<file path="src/hdl/axi_pkg.sv">
`default_nettype none

package axi_pkg;

  //////////////////////////////////////////////////////////////////////
  // Widths
  //////////////////////////////////////////////////////////////////////

  localparam int ADDR_W = 32;
  localparam int DATA_W = 32;
  localparam int LEN_W  = 4;
  localparam int SIZE_W = 3;

  // Codes 2 and 3 are unused (no WRAP)
  typedef enum logic [1:0] {
    BURST_FIXED = 2'd0,
    BURST_INCR  = 2'd1
  } burst_e;

  //////////////////////////////////////////////////////////////////////
  // Command and channel payloads
  //////////////////////////////////////////////////////////////////////

  // Command from the outside controller
  typedef struct packed {
    logic [ADDR_W-1:0] addr;
    logic [LEN_W-1:0]  len;
    logic [SIZE_W-1:0] size;
    burst_e            burst;
    logic              write;
    logic [DATA_W-1:0] data_base;
  } burst_cmd_t;

  // Shared by AW and AR
  typedef struct packed {
    logic [ADDR_W-1:0] addr;
    logic [LEN_W-1:0]  len;
    logic [SIZE_W-1:0] size;
    burst_e            burst;
  } addr_phase_t;

  // One received read beat with its address
  typedef struct packed {
    logic [ADDR_W-1:0] addr;
    logic [DATA_W-1:0] data;
    logic              last;
  } rd_beat_t;

endpackage

`default_nettype wire

</file>
<file path="src/hdl/burst_channel.sv">
`timescale 1ns/1ns
`default_nettype none

module burst_channel
  import axi_pkg::*;
#(
  parameter type payload_t = addr_phase_t
) (
  input  wire                ACLK,
  input  wire                ARESETn,
  input  wire payload_t      payload,
  input  wire                load,
  input  wire                ready,
  input  wire                beat_done,
  output logic               valid,
  output payload_t           addr_out,
  output logic               phase_done,
  output logic [ADDR_W-1:0]  beat_addr,
  output logic               last
);

  logic              valid_q;
  logic [LEN_W-1:0]  cnt_q;
  logic [ADDR_W-1:0] addr_q;
  payload_t          payload_q;

  assign valid      = valid_q;
  assign addr_out   = payload_q;
  assign phase_done = valid_q && ready;
  assign beat_addr  = addr_q;
  assign last       = (cnt_q == payload_q.len);

  //////////////////////////////////////////////////////////////////////
  // Address phase
  //////////////////////////////////////////////////////////////////////

  always_ff @(posedge ACLK or negedge ARESETn)
  begin
    if (!ARESETn)
    begin
      valid_q <= 1'b0;
    end
    else if (load)
    begin
      valid_q <= 1'b1;
    end
    else if (phase_done)
    begin
      valid_q <= 1'b0;
    end
  end

  // Held stable while valid waits for ready
  always_ff @(posedge ACLK)
  begin
    if (load)
    begin
      payload_q <= payload;
    end
  end

  //////////////////////////////////////////////////////////////////////
  // Beat counting and address stepping
  //////////////////////////////////////////////////////////////////////

  always_ff @(posedge ACLK or negedge ARESETn)
  begin
    if (!ARESETn)
    begin
      cnt_q  <= '0;
      addr_q <= '0;
    end
    else if (load)
    begin
      cnt_q  <= '0;
      addr_q <= payload.addr;
    end
    else if (beat_done)
    begin
      cnt_q <= cnt_q + LEN_W'(1);
      // FIXED keeps the start address on every beat
      if (payload_q.burst == BURST_INCR)
      begin
        addr_q <= addr_q + (ADDR_W'(1) << payload_q.size);
      end
    end
  end

endmodule

`default_nettype wire

</file>
<file path="src/hdl/write_engine.sv">
`timescale 1ns/1ns
`default_nettype none

module write_engine
  import axi_pkg::*;
#(
  parameter int DATA_WIDTH = DATA_W,
  parameter int ADDR_WIDTH = ADDR_W
) (
  input  wire                    ACLK,
  input  wire                    ARESETn,
  input  wire burst_cmd_t        cmd,
  input  wire                    start,
  output logic                   busy,
  // Write address channel
  output logic [ADDR_WIDTH-1:0]  AWADDR,
  output logic [LEN_W-1:0]       AWLEN,
  output logic [SIZE_W-1:0]      AWSIZE,
  output logic [1:0]             AWBURST,
  output logic                   AWVALID,
  input  wire                    AWREADY,
  // Write data channel
  output logic [DATA_WIDTH-1:0]  WDATA,
  output logic                   WLAST,
  output logic                   WVALID,
  input  wire                    WREADY
);

  addr_phase_t           aw_load;
  addr_phase_t           aw_phase;
  logic                  accept;
  logic                  aw_done;
  logic                  w_xfer;
  logic                  w_last;
  logic                  busy_q;
  logic                  wvalid_q;
  logic [DATA_WIDTH-1:0] wdata_q;

  assign accept = start && cmd.write && !busy_q;
  assign w_xfer = wvalid_q && WREADY;

  assign aw_load.addr  = cmd.addr;
  assign aw_load.len   = cmd.len;
  assign aw_load.size  = cmd.size;
  assign aw_load.burst = cmd.burst;

  burst_channel #(
    .payload_t (addr_phase_t)
  ) aw_chan_i (
    .ACLK       (ACLK),
    .ARESETn    (ARESETn),
    .payload    (aw_load),
    .load       (accept),
    .ready      (AWREADY),
    .beat_done  (w_xfer),
    .valid      (AWVALID),
    .addr_out   (aw_phase),
    .phase_done (aw_done),
    .beat_addr  (),
    .last       (w_last)
  );

  assign AWADDR  = aw_phase.addr;
  assign AWLEN   = aw_phase.len;
  assign AWSIZE  = aw_phase.size;
  assign AWBURST = aw_phase.burst;

  assign WDATA  = wdata_q;
  assign WLAST  = w_last;
  assign WVALID = wvalid_q;
  assign busy   = busy_q;

  //////////////////////////////////////////////////////////////////////
  // Data beats
  //////////////////////////////////////////////////////////////////////

  always_ff @(posedge ACLK or negedge ARESETn)
  begin
    if (!ARESETn)
    begin
      busy_q   <= 1'b0;
      wvalid_q <= 1'b0;
    end
    else
    begin
      if (accept)
        busy_q <= 1'b1;
      else if (w_xfer && w_last)
        busy_q <= 1'b0;

      // First beat goes out the cycle after AW is taken
      if (aw_done)
        wvalid_q <= 1'b1;
      else if (w_xfer && w_last)
        wvalid_q <= 1'b0;
    end
  end

  // Beat i carries base + i
  always_ff @(posedge ACLK)
  begin
    if (accept)
      wdata_q <= cmd.data_base;
    else if (w_xfer)
      wdata_q <= wdata_q + DATA_WIDTH'(1);
  end

endmodule

`default_nettype wire

</file>
<file path="src/hdl/read_engine.sv">
`timescale 1ns/1ns
`default_nettype none

module read_engine
  import axi_pkg::*;
#(
  parameter int DATA_WIDTH = DATA_W,
  parameter int ADDR_WIDTH = ADDR_W
) (
  input  wire                    ACLK,
  input  wire                    ARESETn,
  input  wire burst_cmd_t        cmd,
  input  wire                    start,
  output logic                   busy,
  // Read address channel
  output logic [ADDR_WIDTH-1:0]  ARADDR,
  output logic [LEN_W-1:0]       ARLEN,
  output logic [SIZE_W-1:0]      ARSIZE,
  output logic [1:0]             ARBURST,
  output logic                   ARVALID,
  input  wire                    ARREADY,
  // Read data channel
  input  wire [DATA_WIDTH-1:0]   RDATA,
  input  wire                    RLAST,
  input  wire                    RVALID,
  output logic                   RREADY,
  // Beat report
  output rd_beat_t               rd_beat,
  output logic                   rd_valid
);

  addr_phase_t       ar_load;
  addr_phase_t       ar_phase;
  logic              accept;
  logic              ar_done;
  logic              r_xfer;
  logic [ADDR_W-1:0] cur_addr;
  logic              busy_q;
  logic              rready_q;
  logic              rd_valid_q;
  rd_beat_t          rd_beat_q;

  assign accept = start && !cmd.write && !busy_q;
  assign r_xfer = RVALID && rready_q;

  assign ar_load.addr  = cmd.addr;
  assign ar_load.len   = cmd.len;
  assign ar_load.size  = cmd.size;
  assign ar_load.burst = cmd.burst;

  burst_channel #(
    .payload_t (addr_phase_t)
  ) ar_chan_i (
    .ACLK       (ACLK),
    .ARESETn    (ARESETn),
    .payload    (ar_load),
    .load       (accept),
    .ready      (ARREADY),
    .beat_done  (r_xfer),
    .valid      (ARVALID),
    .addr_out   (ar_phase),
    .phase_done (ar_done),
    .beat_addr  (cur_addr),
    .last       ()
  );

  assign ARADDR  = ar_phase.addr;
  assign ARLEN   = ar_phase.len;
  assign ARSIZE  = ar_phase.size;
  assign ARBURST = ar_phase.burst;

  assign RREADY   = rready_q;
  assign rd_beat  = rd_beat_q;
  assign rd_valid = rd_valid_q;
  assign busy     = busy_q;

  // Burst ends on the slave's RLAST
  always_ff @(posedge ACLK or negedge ARESETn)
  begin
    if (!ARESETn)
    begin
      busy_q     <= 1'b0;
      rready_q   <= 1'b0;
      rd_valid_q <= 1'b0;
    end
    else
    begin
      rd_valid_q <= r_xfer;
      if (accept)
        busy_q <= 1'b1;
      else if (r_xfer && RLAST)
        busy_q <= 1'b0;

      if (ar_done)
        rready_q <= 1'b1;
      else if (r_xfer && RLAST)
        rready_q <= 1'b0;
    end
  end

  always_ff @(posedge ACLK)
  begin
    if (r_xfer)
    begin
      rd_beat_q.addr <= cur_addr;
      rd_beat_q.data <= RDATA;
      rd_beat_q.last <= RLAST;
    end
  end

endmodule

`default_nettype wire

</file>
<file path="src/hdl/axi_burst_master.sv">
`timescale 1ns/1ns
`default_nettype none

module axi_burst_master
  import axi_pkg::*;
#(
  parameter int DATA_WIDTH = DATA_W,
  parameter int ADDR_WIDTH = ADDR_W
) (
  input  wire                    ACLK,
  input  wire                    ARESETn,
  // Command side
  input  wire burst_cmd_t        cmd,
  input  wire                    cmd_start,
  output logic                   busy,
  output rd_beat_t               rd_beat,
  output logic                   rd_valid,
  // Write address channel
  output logic [ADDR_WIDTH-1:0]  AWADDR,
  output logic [LEN_W-1:0]       AWLEN,
  output logic [SIZE_W-1:0]      AWSIZE,
  output logic [1:0]             AWBURST,
  output logic                   AWVALID,
  input  wire                    AWREADY,
  // Write data channel
  output logic [DATA_WIDTH-1:0]  WDATA,
  output logic                   WLAST,
  output logic                   WVALID,
  input  wire                    WREADY,
  // Read address channel
  output logic [ADDR_WIDTH-1:0]  ARADDR,
  output logic [LEN_W-1:0]       ARLEN,
  output logic [SIZE_W-1:0]      ARSIZE,
  output logic [1:0]             ARBURST,
  output logic                   ARVALID,
  input  wire                    ARREADY,
  // Read data channel
  input  wire [DATA_WIDTH-1:0]   RDATA,
  input  wire                    RLAST,
  input  wire                    RVALID,
  output logic                   RREADY
);

  logic start;
  logic wr_busy;
  logic rd_busy;

  // Struct fields are sized by the package defaults
  if (DATA_WIDTH != DATA_W || ADDR_WIDTH != ADDR_W)
  begin : g_width_check
    $error("axi_burst_master: DATA_WIDTH/ADDR_WIDTH must match axi_pkg");
  end

  // Strobes while busy are dropped
  assign start = cmd_start && !busy;
  assign busy  = wr_busy || rd_busy;

  write_engine #(
    .DATA_WIDTH (DATA_WIDTH),
    .ADDR_WIDTH (ADDR_WIDTH)
  ) wr_eng_i (
    .ACLK    (ACLK),
    .ARESETn (ARESETn),
    .cmd     (cmd),
    .start   (start),
    .busy    (wr_busy),
    .AWADDR  (AWADDR),
    .AWLEN   (AWLEN),
    .AWSIZE  (AWSIZE),
    .AWBURST (AWBURST),
    .AWVALID (AWVALID),
    .AWREADY (AWREADY),
    .WDATA   (WDATA),
    .WLAST   (WLAST),
    .WVALID  (WVALID),
    .WREADY  (WREADY)
  );

  read_engine #(
    .DATA_WIDTH (DATA_WIDTH),
    .ADDR_WIDTH (ADDR_WIDTH)
  ) rd_eng_i (
    .ACLK     (ACLK),
    .ARESETn  (ARESETn),
    .cmd      (cmd),
    .start    (start),
    .busy     (rd_busy),
    .ARADDR   (ARADDR),
    .ARLEN    (ARLEN),
    .ARSIZE   (ARSIZE),
    .ARBURST  (ARBURST),
    .ARVALID  (ARVALID),
    .ARREADY  (ARREADY),
    .RDATA    (RDATA),
    .RLAST    (RLAST),
    .RVALID   (RVALID),
    .RREADY   (RREADY),
    .rd_beat  (rd_beat),
    .rd_valid (rd_valid)
  );

endmodule

`default_nettype wire

</file>
<file path="config.mk">
export PLATFORM = sky130hd
export DESIGN_NAME = axi_burst_master
export DESIGN_NICKNAME = d
export VERILOG_FILES = /design/src/hdl/axi_pkg.sv /design/src/hdl/burst_channel.sv /design/src/hdl/write_engine.sv /design/src/hdl/read_engine.sv /design/src/hdl/axi_burst_master.sv
export SDC_FILE = /design/constraint.sdc
export NUM_CORES = 1
export LEC_CHECK = 0
export ABC_AREA = 1
export BUFFER_PORTS_ARGS = -buffer_cell sky130_fd_sc_hd__buf_2
export CORE_MARGIN = 1
export CORE_UTILIZATION = 55
export DETAILED_ROUTE_END_ITERATION = 10
export PLACE_DENSITY = 0.85
export SYNTH_ARGS = -nofsm -noshare
export SYNTH_HDL_FRONTEND = slang
export SYNTH_SLANG_ARGS = --single-unit
</file>
<file path="constraint.sdc">
create_clock -name ACLK -period 5.4 [get_ports ACLK]
set_input_delay 0.27 -clock ACLK [delete_from_list [all_inputs] [get_ports ACLK]]
set_output_delay 0.27 -clock ACLK [all_outputs]
set_load 0.005 [all_outputs]
</file>
==> results.md, run 1 <==
* Syn_nets at about 1100
* GPL Wtd Cong at ~0.94
* Worst EP required at between 5000 and 6000 ps
* Post-synth EDFFs at around 180
* Worst Hold Class: in2reg
* Initial antenna violation count at 0
* Mapped Cells at between 900 and 1000
* DRT Pass-1 Iters at 5
* # H-tree levels at 1
* Vias in the first global route at about 8400
* Synth Register Bits at 222
* CP arrival at about 3300 ps
* P_int at between 3000 and 4000 µW
* Pwr dens at 427.1 mW/mm²
* Clock latency on the worst-skew pair at approximately 520 ps
* WL met3 at between 2000 and 2500 µm
* I/O Buffers at between 200 and 300
* Routed vias at approximately 8400
* Residual DRC count at 0
* Leak at about 0.0059 µW
* Slew margin rel. at 0.1948
* Worst-Margin Slew at 1208 ps
* Top FF cell, synth: edfxtp_1
* Post-synthesis sequential area ratio at 0.6490
* RSZ-0062 raised after global routing: no
* Slowest stage cell, crit path: clkinv_2
* Worst setup SP type: flop
* Fill cells at between 1000 and 1500
* Combinational share of power at 0.243
* DR vias/cell at 5.321
* Total track usage at 0.3121
* Ys Warns at 0
* Global-route wire length before repair at 44030 µm
* Library cells used by synthesis at a little over 40
* Reg area at 0.006451 mm²
* Total grt overflow at 0
* Max Freq at ~0.32 GHz
* Status: completed
* Reg power frac at 0.474
* Routed wl met2 at around 14000 µm
* CTS root buffer: clkbuf_16
* Die Ht at approximately 140 µm
* DRT met1 WL at 10900 µm
* Total Routed Length at between 20000 and 30000 µm
* Diodes inserted at 0
* Area grow syn2layout at 32.40%
* VDD IR max at 397.2 µV
* Detailed Route Iter0 Violations at between 500 and 600
* Die Area at 0.01861 mm²
* Starting Density at 0.5687
* Max Cap Viol at 0
* Worst setup EP type: flop
* Num CTS Buffers at 24
* Largest net degree at the start of global routing at 67
* Area of the multi-input gates at 0.002978 mm²
* Sink Count at approximately 220
* Core outline area at 0.01748 mm²
* Top Metal Used: met4
* Critical Path Fanout Max at 65
* CTS tree: built
* Mapped Area at between 0.009 and 0.01 mm²
* Psw at approximately 1800 µW
* Net Sw Frac at 0.3259
* Final Cycle Share at 0.5708
* FP Rows at 48
* Clock network power share at 0.283
* Final hold vios at 0
* Critical-path cell list: nor2_2, nand3_1, clkinv_2, nand2_1, o21ai_0
* Min Clock Period, post-route at about 3000 ps
* Avg Cell Area, Syn at about 11 µm²
* Crit path largest cell delay at roughly 1100 ps
* I/O pins at 300
* Die X at around 140 µm
* Placed Cells incl. Taps at around 1500
* Wirelength per Cell at 18.27 µm
* Non-Filler Instances at roughly 1600
* Total negative setup slack at 0 ps
* Kind of critical path: reg2reg
* DP Wirelength at ~19000 µm
* Nets at about 1500
* Async set or reset register ratio after synthesis at 0.1937
* Fin Clk Skew at approximately 10 ps
* Maximum clock path buffer count at 3
* Share of cells above drive strength 1 at 0.2851
* Final ANT Viol Nets at 0
* Max Slew Vio Count at 0
* Crit path buf inv count at 1
* Setup violators final at 0
* Delay-heaviest family, CP: simple AND/OR/NAND/NOR gates
* Clk slew on worst S/H paths at roughly 60 ps
[cell type report]
class                      count  share of cell area
sequential                   222              0.4902
multi-input combinational    593              0.2263
timing repair buffer         378              0.1728
clock buffer                  31             0.04925
inverter                     111             0.03176
tap                          225             0.02139
clock inverter                12            0.008272
[power groups by stage]
stage	Clock, µW	Sequential, µW	Combinational [µW]
floorplan	0	2620	772
global placement	0	2660	1250
detailed placement	0	2670	1300
CTS	1590	2650	1350
global route	1670	2710	1540
finish	1590	2660	1370
[synth_stat cells (all sizes together), types with 5 or more instances]
library cell / instances / area, µm²
a21oi: 18 / 90.09
a31oi: 8 / 50.05
buf: 14 / 75.07
clkbuf: 5 / 18.77
dfrtp: 43 / 1076
edfxtp: 179 / 5375
ha: 10 / 125.1
inv: 111 / 416.7
nand2: 271 / 1040
nand3: 63 / 335.3
nand3b: 6 / 45.04
nand4: 14 / 87.58
nor2: 62 / 289.0
nor3: 30 / 206.5
o21ai: 65 / 329.1
or2: 6 / 37.53
xnor2: 11 / 96.34
xor2: 16 / 140.1
[cells by family (layout without fill, tap and decap cells)]
| family | Yosys count | in the layout | synth area share |
|---|---|---|---|
| buffers and inverters | 130 | 532 | 0.05136 |
| AND/OR/NAND/NOR | 457 | 457 | 0.2087 |
| flip-flops | 222 | 222 | 0.6490 |
| XOR/XNOR | 27 | 27 | 0.02379 |
| adder cells (fa/ha/maj) | 11 | 11 | 0.01460 |
| AO/OA/AOI/OAI | 98 | 98 | 0.05249 |
[placed cells by master (no fill, tap or decap), types with 5 or more instances in the layout]
cell and instances:
dlygate4sd3_1 74, a31oi_1 8, buf_2 299, nor3_1 20, o21ai_1 18, a21oi_1 18
dfrtp_1 43, xnor2_1 11, nand2_1 264, clkbuf_1 6, nor2_1 53, xor2_1 16
nand2_2 6, nand3_1 59, nor3_2 9, clkbuf_16 25, inv_1 99, clkinv_1 5
inv_2 11, ha_1 10, nand3b_1 6, nand4_1 14, buf_4 5, o21ai_0 46
edfxtp_1 179
[per-stage QoR]
stage / utilization / hold WS [ps] / instance area, µm² / total power [µW] / setup slack (ps)
finish: 0.7530 / 18.09 / 13160 / 5621 / 2318
detailed placement: 0.6673 / 448.5 / 11660 / 3973 / 2353
global placement: 0.6673 / 446.7 / 11660 / 3910 / 2445
CTS: 0.7524 / 0.5450 / 13150 / 5597 / 2346
floorplan: - / -25.59 / 9940 / 3389 / 2732
global route: 0.7530 / 13.33 / 13160 / 5918 / 2085
[worst reg2reg max path: cells and delay by family, from the launching register on]
kind | cells | cell delay (ps)
and+or+nand+nor | 3 | 1150
buffers and inverters | 1 | 1060
DFF | 1 | 360
AOI/OAI and AO/OA | 1 | 200
[repair_timing]
action,in CTS,in global routing
hold endpoints to repair,154,1
resized for setup,0,0
hold buffers,73,1
setup buffers,0,0
[sequential cells by signal (all words and copies together) (netlist names)]
signal                        flops
rd_eng_i.RREADY                   1
rd_eng_i.ar_chan_i.addr_out      41
rd_eng_i.ar_chan_i.beat_addr     32
rd_eng_i.ar_chan_i.valid          1
rd_eng_i.busy                     1
rd_eng_i.rd_beat                 65
rd_eng_i.rd_valid                 1
wr_eng_i.WDATA                   32
wr_eng_i.WVALID                   1
wr_eng_i.aw_chan_i.addr_out      41
wr_eng_i.aw_chan_i.cnt_q          4
wr_eng_i.aw_chan_i.valid          1
wr_eng_i.busy                     1
[layer usage]
layer / GRT usage / vias up
met2: 0.5533 / 409
li1: - / 3962
met5: 0 / -
met4: 0.1290 / 0
met1: 0.3708 / 3907
met3: 0.05854 / 87
[worst paths after layout]
path	slack [ps]	end	start	cells past startpoint
worst max register to register	2320	wr_eng_i.WDATA[4]$_DFFE_PP_	wr_eng_i.busy$_DFFE_PN0P_	5
worst min-delay path	20	rd_eng_i.ar_chan_i.addr_out[21]$_DFFE_PP_	cmd[54]	1
worst min register to register	500	rd_eng_i.rd_beat[33]$_DFFE_PP_	rd_eng_i.ar_chan_i.beat_addr[0]$_DFFE_PN0P_	0
min in group asynchronous	460	wr_eng_i.aw_chan_i.valid$_DFFE_PN0P_	ARESETn	2
max in group asynchronous	4280	rd_eng_i.ar_chan_i.beat_addr[3]$_DFFE_PN0P_	ARESETn	2
worst max-delay path	2320	wr_eng_i.WDATA[4]$_DFFE_PP_	wr_eng_i.busy$_DFFE_PN0P_	5
(Power assumes the default switching activity.)
==> run 2, diff against run 1 <==
--- a/config.mk
+++ b/config.mk
@@ -8,9 +8,9 @@
 export ABC_AREA = 1
 export BUFFER_PORTS_ARGS = -buffer_cell sky130_fd_sc_hd__buf_2
 export CORE_MARGIN = 1
-export CORE_UTILIZATION = 55
+export CORE_UTILIZATION = 52
 export DETAILED_ROUTE_END_ITERATION = 10
-export PLACE_DENSITY = 0.85
+export PLACE_DENSITY = 0.81
 export SYNTH_ARGS = -nofsm -noshare
 export SYNTH_HDL_FRONTEND = slang
 export SYNTH_SLANG_ARGS = --single-unit
==> constraint.sdc (replaced) <==
create_clock -name ACLK -period 2.9 [get_ports ACLK]
set_input_delay 0.145 -clock ACLK [delete_from_list [all_inputs] [get_ports ACLK]]
set_output_delay 0.145 -clock ACLK [all_outputs]
set_load 0.005 [all_outputs]
==> run 2 against run 1 <==
  * Cell count increased by 3.0%
  * Utilization fell by 2.8 points
  * First-iteration DRC count fell by 17%
  * Hold slack worse by 6.6 ps
  * Cell area is 3.0% higher
  * Sequential power grew 86%
  * Maximum frequency is 37% higher
  * Non-clock buffer count rose by 38
  * Routed wire length decreased by 1.0%
  * Worst setup slack got worse by 1700 ps
==> results.md, run 2 (synthesized netlist as in run 1, its figures left out) <==
* DP Wirelength at 18320 µm (was 18510 µm)
* CTS tree: built (unchanged)
* Max Cap Viol at 0 (unchanged)
* Net Sw Frac at 0.3221 (was 0.3259)
* CTS Hold Buffers Added at 109 (was 73)
* Setup violators final at 0 (unchanged)
* Total negative setup slack at 0 ps (unchanged)
* Worst-Margin Slew at 1057 ps (was 1208 ps)
* Kind of critical path: reg2reg (unchanged)
* Share of cells above drive strength 1 at 0.2796 (was 0.2851)
* Routed vias at 8466 (was 8365)
* Max Freq at 0.4438 GHz (was 0.3245 GHz)
* Pwr dens at 766.0 mW/mm² (was 427.1 mW/mm²)
* Met1 Use GR at 0.3400 (was 0.3708)
* Area grow syn2layout at 36.40% (was 32.40%)
* I/O Buffers at 299 (unchanged)
* Total Routed Length at 28430 µm (was 28720 µm)
* Reg power frac at 0.477 (was 0.474)
* # H-tree levels at 1 (unchanged)
* Final Cycle Share at 0.7771 (was 0.5708)
* Die Ht at 140.3 µm (was 136.4 µm)
* Maximum clock path buffer count at 3 (unchanged)
* Psw at 3345 µW (was 1832 µW)
* DRT Pass-1 Iters at 5 (unchanged)
* Core outline area at 0.01871 mm² (was 0.01748 mm²)
* CTS resizes at 0 (unchanged)
* DR vias/cell at 5.229 (was 5.321)
* Total grt overflow at 0 (unchanged)
* Leak at 0.006057 µW (was 0.005893 µW)
* Clock latency on the worst-skew pair at 500 ps (was 520 ps)
* GPL Wtd Cong at 0.9351 (was 0.9448)
* CP arrival at 2650 ps (was 3280 ps)
* VDD IR max at 580.1 µV (was 397.2 µV)
* FP Rows at 50 (was 48)
* CTS root buffer: clkbuf_16 (unchanged)
* Clock network power share at 0.275 (was 0.283)
* Final ANT Viol Nets at 0 (unchanged)
* RSZ-0062 raised after global routing: no (unchanged)
* Detailed Route Iter0 Violations at 496 (was 597)
* Max Slew Vio Count at 0 (unchanged)
* Initial antenna violation count at 1 (was 0)
* Residual DRC count at 0 (unchanged)
* Vias in the first global route at 8374 (was 8373)
* Num CTS Buffers at 23 (was 24)
* Clk slew on worst S/H paths at 60 ps (about the same)
* GR Layer Usage met3 at 0.05675 (was 0.05854)
* Final Util at 0.7248 (was 0.7530)
* P_int at 7039 µW (was 3789 µW)
* Min Clock Period, post-route at 2254 ps (was 3082 ps)
* Global-route wire length before repair at 43240 µm (was 44030 µm)
* Final hold vios at 0 (unchanged)
* Slew margin rel. at 0.2956 (was 0.1948)
* Nets at 1492 (was 1455)
* Most crowded layer after global routing: met2 (unchanged)
* Post-CTS Setup Bufs at 0 (unchanged)
* Total track usage at 0.2852 (was 0.3121)
* Die X at 140.3 µm (was 136.4 µm)
* Most frequent cells in the layout: buf_2 (299), nand2_1 (264), edfxtp_1 (179) (unchanged)
* Worst setup EP type: flop (unchanged)
* Commonest non-fill, non-tap cell in the layout: buf_2 (unchanged)
* Max reg flops at 65 (unchanged)
* Starting Density at 0.5314 (was 0.5687)
* Status: completed (unchanged)
* I/O pins at 300 (unchanged)
* Die Area at 0.01967 mm² (was 0.01861 mm²)
* Wirelength per Cell at 17.56 µm (was 18.27 µm)
* Worst EP required at 3290 ps (was 5600 ps)
* Sink Count at 222 (unchanged)
* Critical Path Fanout Max at 6 (was 65)
* Fin Clk Skew at 9.743 ps (was 9.731 ps)
* Worst Hold Class: in2reg (unchanged)
* Combinational share of power at 0.248 (was 0.243)
* Worst setup SP type: flop (unchanged)
* Global Route met2 Usage at 0.5021 (was 0.5533)
* Largest net degree at the start of global routing at 67 (unchanged)
## run 2: metal layers
metal	vias to the layer above	wire, µm
met3	79	2187
met2	400	14400
met4	0	1046
met1	3955	10800
li1	4032	-
met5	-	0
## run 2: worst paths after layout
path / from / endpoint / slack [ps] / cells past startpoint
hold reg to reg: rd_eng_i.ar_chan_i.beat_addr[4]$_DFFE_PN0P_ / rd_eng_i.rd_beat[37]$_DFFE_PP_ / 490 / 0
hold / removal: RVALID / rd_eng_i.RREADY$_DFFE_PN0P_ / 10 / 4
setup reg to reg: rd_eng_i.ar_chan_i.addr_out[3]$_DFFE_PP_ / rd_eng_i.ar_chan_i.beat_addr[31]$_DFFE_PN0P_ / 650 / 13
min in group asynchronous: ARESETn / wr_eng_i.aw_chan_i.cnt_q[3]$_DFFE_PN0P_ / 390 / 2
setup / recovery: rd_eng_i.ar_chan_i.addr_out[3]$_DFFE_PP_ / rd_eng_i.ar_chan_i.beat_addr[31]$_DFFE_PN0P_ / 650 / 13
max in group asynchronous: ARESETn / rd_eng_i.ar_chan_i.beat_addr[1]$_DFFE_PN0P_ / 1860 / 2
## run 2: power groups by stage
stage               registers (µW)  clock network, µW  logic, µW
finish                        4950               2850       2580
global route                  5030               3010       2880
CTS                           4930               2890       2560
detailed placement            4970                  0       2420
global placement              4950                  0       2360
floorplan                     4870                  0       1440
## run 2: area by class of cell
type | count | area [µm²]
multi-input combinational | 593 | 2978
inverter | 111 | 417.9
fill | 1284 | 5147
timing repair buffer | 416 | 2685
clock inverter | 4 | 48.80
sequential | 222 | 6451
antenna | 1 | 2.502
tap | 234 | 292.8
clock buffer | 38 | 681.9
## run 2: through the flow
step | instance area (µm²) | setup WS (ps) | cells | hold WS, ps | total power, µW
after detailed placement | 11730 | 702.3 | 1467 | 323.1 | 7396
final | 13560 | 646.5 | 1619 | 11.50 | 10380
after floorplan | 9940 | 231.6 | 945 | -150.6 | 6310
after CTS | 13560 | 666.6 | 1618 | 0.2262 | 10370
after global placement | 11730 | 761.6 | 1467 | 321.6 | 7310
after global routing | 13560 | 374.3 | 1619 | 46.19 | 10920
## run 2: critical path, stage by stage (launching register included)
cell and delay [ps]:
edfxtp_1 440, inv_1 110, nor3_1 280, ha_1 340, nand2_1 130, inv_1 50
a21oi_1 130, nand2_1 150, nand2_1 100, nand2_1 120, nand3_1 100, nand3_1 80
nand2_1 80, nand2_1 50
